**config.mk**
```make
export PLATFORM = sky130hd
export DESIGN_NAME = fpRound
export DESIGN_NICKNAME = d
export VERILOG_FILES = /design/src/design/roundPkg.sv /design/src/design/roundInputStage.sv /design/src/design/roundDecision.sv /design/src/design/roundOutputStage.sv /design/src/design/fpRound.sv
export SDC_FILE = /design/constraint.sdc
export NUM_CORES = 1
export LEC_CHECK = 0
export BUFFER_PORTS_ARGS = -buffer_cell sky130_fd_sc_hd__buf_4
export CAP_MARGIN = 20
export CORE_MARGIN = 1.5
export CORE_UTILIZATION = 35
export DETAILED_ROUTE_END_ITERATION = 8
export PLACE_DENSITY = 0.52
export SETUP_SLACK_MARGIN = 0.4
export SYNTH_ARGS = -nofsm -noshare
export SYNTH_HDL_FRONTEND = slang
export SYNTH_HIERARCHICAL = 1
export SYNTH_SLANG_ARGS = --single-unit
```
**constraint.sdc**
```tcl
create_clock -name clk -period 6.7 [get_ports clk]
set_clock_uncertainty 0.1 [all_clocks]
set_input_delay 1.34 -clock clk [delete_from_list [all_inputs] [get_ports clk]]
set_output_delay 1.34 -clock clk [all_outputs]
set_load 0.02 [all_outputs]
```
**src/design/roundPkg.sv**
```systemverilog
package roundPkg;

    //////////////////////////////////////////////////
    // format widths
    //////////////////////////////////////////////////

    localparam int EXP_W   = 11;              // double exponent width
    localparam int FRAC_W  = 52;              // double fraction width
    localparam int FRAC1_W = 23;              // single fraction width

    // shifter output, two full significands plus rounding bits
    localparam int SHIFT_W = 2*FRAC_W + 4;    // 108

    // exponent with overflow and sign bits on top of the fraction
    localparam int ADD_W   = EXP_W + 2 + FRAC_W;   // 65

    //////////////////////////////////////////////////
    // bit positions in the shifted significand
    //////////////////////////////////////////////////

    // the result lsb sits right under the kept fraction
    localparam int LSB_POS_D = SHIFT_W - FRAC_W;   // 56
    localparam int LSB_POS_S = SHIFT_W - FRAC1_W;  // 85
    // round bit is LSB_POS-1 and guard bit is LSB_POS-2

    //////////////////////////////////////////////////
    // vector types
    //////////////////////////////////////////////////

    typedef logic [EXP_W-1:0]   expT;        // plain exponent
    typedef logic [EXP_W+1:0]   expExtT;     // exponent + overflow + sign
    typedef logic [FRAC_W-1:0]  fracT;       // double fraction
    typedef logic [SHIFT_W-1:0] shiftT;      // normalized significand
    typedef logic [ADD_W-1:0]   addT;        // rounding addend / exp-frac word

    // output precision
    // 1 selects double, 0 selects single
    typedef logic fmtT;

    //////////////////////////////////////////////////
    // rounding modes, riscv frm encoding
    //////////////////////////////////////////////////

    typedef enum logic [2:0] {
        RNE = 3'd0,   // to nearest, ties to even
        RTZ = 3'd1,   // toward zero
        RDN = 3'd2,   // toward -inf
        RUP = 3'd3,   // toward +inf
        RMM = 3'd4    // to nearest, ties to max magnitude
    } roundModeT;

endpackage

```
**src/design/roundInputStage.sv**
```systemverilog
`timescale 1ns/100ps

module roundInputStage import roundPkg::*; (
    input  logic      clk,
    input  logic      rstN,
    input  logic      inValid,         // one strobe per operation
    input  fmtT       outFmt,          // 1 double, 0 single
    input  roundModeT roundMode,
    input  logic      fmaOp,
    input  logic      divOp,
    input  shiftT     corrShifted,     // normalized significand
    input  logic      addendSticky,    // sticky of the shifted-out addend
    input  logic      zZero,           // addend is zero
    input  logic      invZ,            // addend is subtracted
    input  expExtT    sumExp,          // fma exponent
    input  expExtT    divExp,          // divide exponent
    input  logic      divSticky,
    input  logic      divNegSticky,
    input  logic      roundSgn,        // sign of the result
    output logic      stValid,
    output fmtT       stFmt,
    output roundModeT stMode,
    output logic      stFma,
    output logic      stDiv,
    output logic      stAddendSticky,
    output logic      stZZero,
    output logic      stInvZ,
    output expExtT    stSumExp,
    output expExtT    stDivExp,
    output logic      stDivSticky,
    output logic      stDivNegSticky,
    output logic      stSgn,
    output fracT      stFrac,          // fraction before rounding
    output logic      roundBit,
    output logic      guardBit,
    output logic      lsbBit,
    output logic      normSticky       // or of everything below guard
);

    shiftT stShift;        // captured significand
    logic  lowSticky;      // below the double guard bit
    logic  midSticky;      // between single and double guard bits

    //////////////////////////////////////////////////
    // input register
    //////////////////////////////////////////////////

    // valid strobe, cleared on reset
    always_ff @(posedge clk or negedge rstN) begin
        if (!rstN) begin
            stValid <= 1'b0;
        end else begin
            stValid <= inValid;
        end
    end

    // operation fields only move with a new operation
    always_ff @(posedge clk) begin
        if (inValid) begin
            stFmt          <= outFmt;
            stMode         <= roundMode;
            stFma          <= fmaOp;
            stDiv          <= divOp;
            stShift        <= corrShifted;
            stAddendSticky <= addendSticky;
            stZZero        <= zZero;
            stInvZ         <= invZ;
            stSumExp       <= sumExp;
            stDivExp       <= divExp;
            stDivSticky    <= divSticky;
            stDivNegSticky <= divNegSticky;
            stSgn          <= roundSgn;
        end
    end

    //////////////////////////////////////////////////
    // rounding bit extraction
    //////////////////////////////////////////////////

    // kept fraction is the top of the shifter output
    assign stFrac = stShift[SHIFT_W-1 -: FRAC_W];

    // lsb / round / guard at the selected precision
    assign lsbBit   = stFmt ? stShift[LSB_POS_D]   : stShift[LSB_POS_S];
    assign roundBit = stFmt ? stShift[LSB_POS_D-1] : stShift[LSB_POS_S-1];
    assign guardBit = stFmt ? stShift[LSB_POS_D-2] : stShift[LSB_POS_S-2];

    // sticky region grows downward from the guard bit
    assign lowSticky = |stShift[LSB_POS_D-3:0];
    assign midSticky = |stShift[LSB_POS_S-3:LSB_POS_D-2];   // single only

    // single also folds in the double round/guard/lsb span
    assign normSticky = lowSticky | (midSticky & ~stFmt);

endmodule

```
**src/design/roundDecision.sv**
```systemverilog
`timescale 1ns/100ps

module roundDecision import roundPkg::*; (
    input  fmtT       stFmt,
    input  roundModeT stMode,
    input  logic      stFma,
    input  logic      stDiv,
    input  logic      stAddendSticky,
    input  logic      stZZero,
    input  logic      stInvZ,
    input  logic      sumOvf,           // top bit of the fma sum exponent
    input  logic      stDivSticky,
    input  logic      stDivNegSticky,
    input  logic      stSgn,            // 1 for a negative result
    input  logic      roundBit,
    input  logic      guardBit,
    input  logic      lsbBit,
    input  logic      normSticky,
    output logic      sticky,
    output logic      plus1,            // add one ulp
    output addT       roundAdd          // value added to {exp, frac}
);

    logic subSmall;       // a tiny value was meant to be subtracted
    logic calcPlus1;
    logic calcMinus1;
    logic minus1;         // subtract one ulp
    logic inexact;

    //////////////////////////////////////////////////
    // sticky and small subtraction
    //////////////////////////////////////////////////

    // addend sticky and exponent overflow only count for fma
    assign sticky = (stAddendSticky & stFma) | (sumOvf & stFma) |
                    (stDivSticky & stDiv) | normSticky | guardBit;

    // the small number only shows if nothing else sits below round
    assign subSmall = ((stAddendSticky & stFma & ~stZZero & stInvZ) |
                       (stDivNegSticky & stDiv)) & ~(normSticky | guardBit);

    //////////////////////////////////////////////////
    // per-mode decision
    //////////////////////////////////////////////////

    always_comb begin
        calcPlus1  = 1'b0;
        calcMinus1 = 1'b0;
        case (stMode)
            RNE: calcPlus1 = roundBit & (sticky | lsbBit) & ~subSmall;   // tie goes to even
            RTZ: calcMinus1 = subSmall & ~roundBit;
            RDN: begin
                calcPlus1  = stSgn & ~(subSmall & ~roundBit);     // grow magnitude when negative
                calcMinus1 = ~stSgn & subSmall & ~roundBit;
            end
            RUP: begin
                calcPlus1  = ~stSgn & ~(subSmall & ~roundBit);    // grow magnitude when positive
                calcMinus1 = stSgn & subSmall & ~roundBit;
            end
            RMM: calcPlus1 = roundBit & ~subSmall;                // tie goes away from zero
            default: begin
                calcPlus1  = 1'b0;    // reserved encodings leave the value alone
                calcMinus1 = 1'b0;
            end
        endcase
    end

    // exact results are never rounded
    assign inexact = sticky | roundBit;
    assign plus1   = calcPlus1 & inexact;
    assign minus1  = calcMinus1 & inexact;

    //////////////////////////////////////////////////
    // addend at the format lsb
    //////////////////////////////////////////////////

    // {exp(EXP_W+2), frac(FRAC_W)}, single lsb sits FRAC_W-FRAC1_W up
    always_comb begin
        if (minus1) begin
            if (stFmt) roundAdd = '1;                          // -1 at bit 0
            else       roundAdd = {{(EXP_W+2+FRAC1_W){1'b1}}, {(FRAC_W-FRAC1_W){1'b0}}};
        end else if (plus1) begin
            if (stFmt) roundAdd = addT'(1);
            else       roundAdd = addT'(1) << (FRAC_W-FRAC1_W);
        end else begin
            roundAdd = '0;
        end
    end

endmodule

```
**src/design/roundOutputStage.sv**
```systemverilog
`timescale 1ns/100ps

module roundOutputStage import roundPkg::*; (
    input  logic   clk,
    input  logic   rstN,
    input  logic   stValid,
    input  logic   stDiv,         // pick the divide exponent
    input  expExtT stSumExp,
    input  expExtT stDivExp,
    input  fracT   stFrac,
    input  addT    roundAdd,
    input  logic   sticky,
    input  logic   plus1,
    output logic   outValid,
    output fracT   resFrac,
    output expT    resExp,
    output expExtT fullResExp,    // keeps overflow and sign bits
    output logic   stickyOut,
    output logic   plus1Out
);

    expExtT roundExp;       // exponent going into the adder
    expExtT sumExpNext;
    fracT   sumFracNext;

    //////////////////////////////////////////////////
    // rounding adder
    //////////////////////////////////////////////////

    // fma and divide have their own exponent paths
    assign roundExp = stDiv ? stDivExp : stSumExp;

    // fraction carry runs straight into the exponent
    assign {sumExpNext, sumFracNext} = {roundExp, stFrac} + roundAdd;

    //////////////////////////////////////////////////
    // output register
    //////////////////////////////////////////////////

    always_ff @(posedge clk or negedge rstN) begin
        if (!rstN) begin
            outValid   <= 1'b0;
            fullResExp <= '0;
            resExp     <= '0;
            resFrac    <= '0;
            stickyOut  <= 1'b0;
            plus1Out   <= 1'b0;
        end else begin
            outValid <= stValid;
            if (stValid) begin                            // hold otherwise
                fullResExp <= sumExpNext;
                resExp     <= sumExpNext[EXP_W-1:0];   // drop overflow/sign
                resFrac    <= sumFracNext;
                stickyOut  <= sticky;
                plus1Out   <= plus1;
            end
        end
    end

endmodule

```
**src/design/fpRound.sv**
```systemverilog
`timescale 1ns/100ps

module fpRound import roundPkg::*; (
    input  logic      clk,
    input  logic      rstN,
    input  logic      inValid,
    input  fmtT       outFmt,
    input  roundModeT roundMode,
    input  logic      fmaOp,
    input  logic      divOp,
    input  shiftT     corrShifted,
    input  logic      addendSticky,
    input  logic      zZero,
    input  logic      invZ,
    input  expExtT    sumExp,
    input  expExtT    divExp,
    input  logic      divSticky,
    input  logic      divNegSticky,
    input  logic      roundSgn,
    output logic      outValid,
    output fracT      resFrac,
    output expT       resExp,
    output expExtT    fullResExp,
    output logic      sticky,
    output logic      plus1
);

    // registered operation
    logic      stValid;
    fmtT       stFmt;
    roundModeT stMode;
    logic      stFma, stDiv;
    logic      stAddendSticky, stZZero, stInvZ;
    expExtT    stSumExp, stDivExp;
    logic      stDivSticky, stDivNegSticky;
    logic      stSgn;
    fracT      stFrac;
    logic      roundBit, guardBit, lsbBit, normSticky;

    // decision results
    logic      decSticky, decPlus1;
    addT       roundAdd;

    //////////////////////////////////////////////////
    // stages
    //////////////////////////////////////////////////

    roundInputStage inStage_i (
        .clk, .rstN, .inValid, .outFmt, .roundMode, .fmaOp, .divOp,
        .corrShifted, .addendSticky, .zZero, .invZ, .sumExp, .divExp,
        .divSticky, .divNegSticky, .roundSgn,
        .stValid, .stFmt, .stMode, .stFma, .stDiv, .stAddendSticky,
        .stZZero, .stInvZ, .stSumExp, .stDivExp, .stDivSticky,
        .stDivNegSticky, .stSgn, .stFrac,
        .roundBit, .guardBit, .lsbBit, .normSticky
    );

    roundDecision decide_i (
        .stFmt, .stMode, .stFma, .stDiv, .stAddendSticky, .stZZero, .stInvZ,
        .sumOvf   (stSumExp[EXP_W+1]),   // overflow bit of the fma exponent
        .stDivSticky, .stDivNegSticky, .stSgn,
        .roundBit, .guardBit, .lsbBit, .normSticky,
        .sticky   (decSticky),
        .plus1    (decPlus1),
        .roundAdd
    );

    roundOutputStage outStage_i (
        .clk, .rstN, .stValid, .stDiv, .stSumExp, .stDivExp, .stFrac,
        .roundAdd,
        .sticky    (decSticky),
        .plus1     (decPlus1),
        .outValid, .resFrac, .resExp, .fullResExp,
        .stickyOut (sticky),
        .plus1Out  (plus1)
    );

endmodule

```
==> impl_metrics.json <==
{
  "worstSetupEndpointType": "flip-flop",
  "cellLeakagePower_nw": 6.01,
  "cp.buffers_inverters": 2,
  "viasPerCell": 5.03,
  "avgSynthCellArea_um2": 11.2,
  "critPathMostFrequentCell": "nor4_2",
  "nets": 1404,
  "vias": 8369,
  "grt_pass1_vias": 8339,
  "max_cap_viol_count": 0,
  "dieArea_um2": 36200,
  "post_drt_wl_per_cell_um": 18.0,
  "core_area_um2": 34500,
  "clk_transition_reported_paths_ns": 0.06,
  "final_common_cell": "buf_4",
  "drtAntennaViolNets": 0,
  "min_path_type": "reg2reg",
  "status": "completed",
  "fillCellCount": 3402,
  "clk_latency_ns": 0.56,
  "setup-tns-final_ns": 0,
  "dr.pass1.iters": 4,
  "grt-ovfl-total": 0,
  "drc": 0,
  "place_congestion": 0.883,
  "cts_tree": "built",
  "synthCells": 1095,
  "die_height_um": 190,
  "synth_nets": 1309,
  "finalWirelength_mm": 29.9,
  "drtIter0Drc": 404,
  "crit_fanout": 29,
  "path_cells": "nor4_2 > nand4_1 > nor4_2 > o21ai_1 > a2111o_1 > or4b_4 > inv_2 > and2_1 > buf_8 > ha_1 > a21o_1 > a221o_1 > a31oi_4 > nand2_4 > a31o_4 > a311oi_4 > o21ba_2 > o21ai_0 > xor2_1 > mux2_2",
  "synthesis.area_um2": 12300,
  "rsz0062_at_grt": "no",
  "r2r_slack_ns": 0.76,
  "mostFrequentLayoutCells": "231 x buf_4, 146 x edfxtp_1, 93 x a21oi_1",
  "hpwl_mm": 22.6,
  "critical_path_required_ns": 7.03,
  "grt_max_degree": 100,
  "ys.flop_type": "edfxtp_1",
  "yosys_warnings": 6,
  "crit_arrival_ns": 6.27,
  "finalMaxSlewViolations": 0,
  "ios": 228,
  "io_buffer_count": 227,
  "cp_top_family": "compound AO/OA/AOI/OAI gates",
  "hold_violations": 0,
  "cts_sinks": 215,
  "layout-drive-gt1-share": 0.300,
  "cts_setup_buffers": 0,
  "critical_path.max_stage_delay_ns": 0.54,
  "num_antenna_cells": 0,
  "cts_max_path_buffers": 3,
  "cts_root_buffer": "clkbuf_16",
  "maxSlewHeadroom": 0.319,
  "antenna_found_initial": 0,
  "setup_viol": 0,
  "area_delta_synth_final_pct": 17.9,
  "seq_area_frac_synth": 0.497,
  "startpoint_type": "flip-flop",
  "cts_made_buffers": 26,
  "fin_util": 0.419,
  "period_needed_ns": 5.94,
  "yosysUniqueCellTypes": 69,
  "ys_seq_elements": 215,
  "tightest_slew_ns": 1.02,
  "ir_drop_mv": 0.262,
  "powerDensity_nw_per_um2": 251,
  "htree_num_levels": 1,
  "clock.fmax_mhz": 168,
  "initial_core_util": 0.356,
  "cpMaxStageDelayCell": "or4b_4",
  "timing.final.crit_share": 0.886,
  "synth-edff-count": 146,
  "num_rows": 68,
  "grt_pass1_wl_mm": 46.3,
  "grt_use_total": 0.164,
  "synthArstFlopShare": 0.321,
  "die_w_um": 190,
  "crit_type": "reg2reg"
}
-- report_power, final --
part | switching (W) | internal, W
Sequential | 0.0000733 | 0.00156
Clock | 0.000564 | 0.000917
Combinational | 0.000286 | 0.000242
-- cells by family (layout without fill, tap and decap cells) --
| logic type | after synthesis | after routing | share of synthesized area |
|---|---|---|---|
| AO/OA/AOI/OAI | 273 | 273 | 0.143 |
| XOR/XNOR | 56 | 56 | 0.0399 |
| adder cells (fa/ha/maj) | 65 | 65 | 0.0668 |
| buffers and inverters | 187 | 302 | 0.0959 |
| flip-flops | 215 | 215 | 0.497 |
| multiplexers | 66 | 66 | 0.0606 |
| AND/OR/NAND/NOR | 233 | 233 | 0.0966 |
-- sequential cells by signal, indices dropped and copies added (netlist names) --
name                      cells
inStage_i/stShift           108
inStage_i/stInvZ              1
inStage_i/stDiv               1
inStage_i/stFma               1
inStage_i/stFmt               1
inStage_i/stMode              3
inStage_i/stDivExp           13
outStage_i/resExp            10
outStage_i/plus1Out           1
outStage_i/fullResExp         3
inStage_i/stAddendSticky      1
inStage_i/stDivSticky         1
outStage_i/resFrac           52
outStage_i/outValid           1
inStage_i/stZZero             1
inStage_i/stSumExp           13
inStage_i/stValid             1
inStage_i/stDivNegSticky      1
outStage_i/stickyOut          1
inStage_i/stSgn               1
-- synth_stat cells (11+ instances only) --
library cell / n / area [um^2]
a211oi_1: 11 / 82.6
a21o_1: 34 / 255
a21oi_1: 95 / 475
buf_4: 125 / 938
clkbuf_1: 32 / 120
dfrtp_1: 69 / 1730
edfxtp_1: 146 / 4380
ha_1: 64 / 801
inv_1: 20 / 75.1
mux2_2: 63 / 709
nand2_1: 57 / 214
nand3_1: 18 / 90.1
nand4_1: 30 / 188
nor2_1: 50 / 188
nor4_1: 23 / 144
o21ai_0: 51 / 255
o21bai_1: 23 / 173
xnor2_1: 33 / 289
xor2_1: 23 / 201
-- worst paths after layout --
check / start / end / cells past startpoint
setup / recovery: inStage_i/stShift[1] / outStage_i/resFrac[50] / 20
min in group asynchronous: rstN / outStage_i/resFrac[1] / 1
max in group asynchronous: rstN / inStage_i/stValid / 1
hold reg to reg: outStage_i/resFrac[26] / outStage_i/resFrac[26] / 1
setup reg to reg: inStage_i/stShift[1] / outStage_i/resFrac[50] / 20
hold / removal: outStage_i/resFrac[26] / outStage_i/resFrac[26] / 1
-- routing by layer --
| layer | routed length [um] | global-route usage |
|---|---|---|
| met5 | 0 | 0.00137 |
| met4 | 551 | 0.0400 |
| met3 | 2140 | 0.0475 |
| met1 | 13600 | 0.221 |
| met2 | 13600 | 0.259 |
-- layout make-up --
class                           count  area, um^2  share of cell area
Timing Repair Buffer              233        1760               0.122
Tap cell                          455         569              0.0393
Clock inverter                     12         190              0.0131
Sequential cell                   215        6110               0.422
Inverter                           21        78.8             0.00544
Multi-Input combinational cell    693        5040               0.348
Clock buffer                       36         728              0.0503
-- per-stage QoR --
stage	power, W	hold slack [ns]	setup slack (ns)	instances	instance area (um^2)
floorplan	0.00196	0.349	0.867	1095	12300
detailed placement	0.00219	0.398	0.378	1617	13500
finish	0.00364	0.406	0.764	1665	14500
global route	0.00381	0.431	0.414	1665	14500
global placement	0.00219	0.397	0.419	1617	13500
CTS	0.00370	0.411	0.420	1665	14400
-- what timing repair did --
item | 4_1_cts | 5_1_grt
gates resized for setup | 1 | 8
hold endpoints to repair | 0 | 0
hold buffers | 0 | 0
endpoints found under the setup margin | 4 | 22
(Power assumes the default switching activity.)
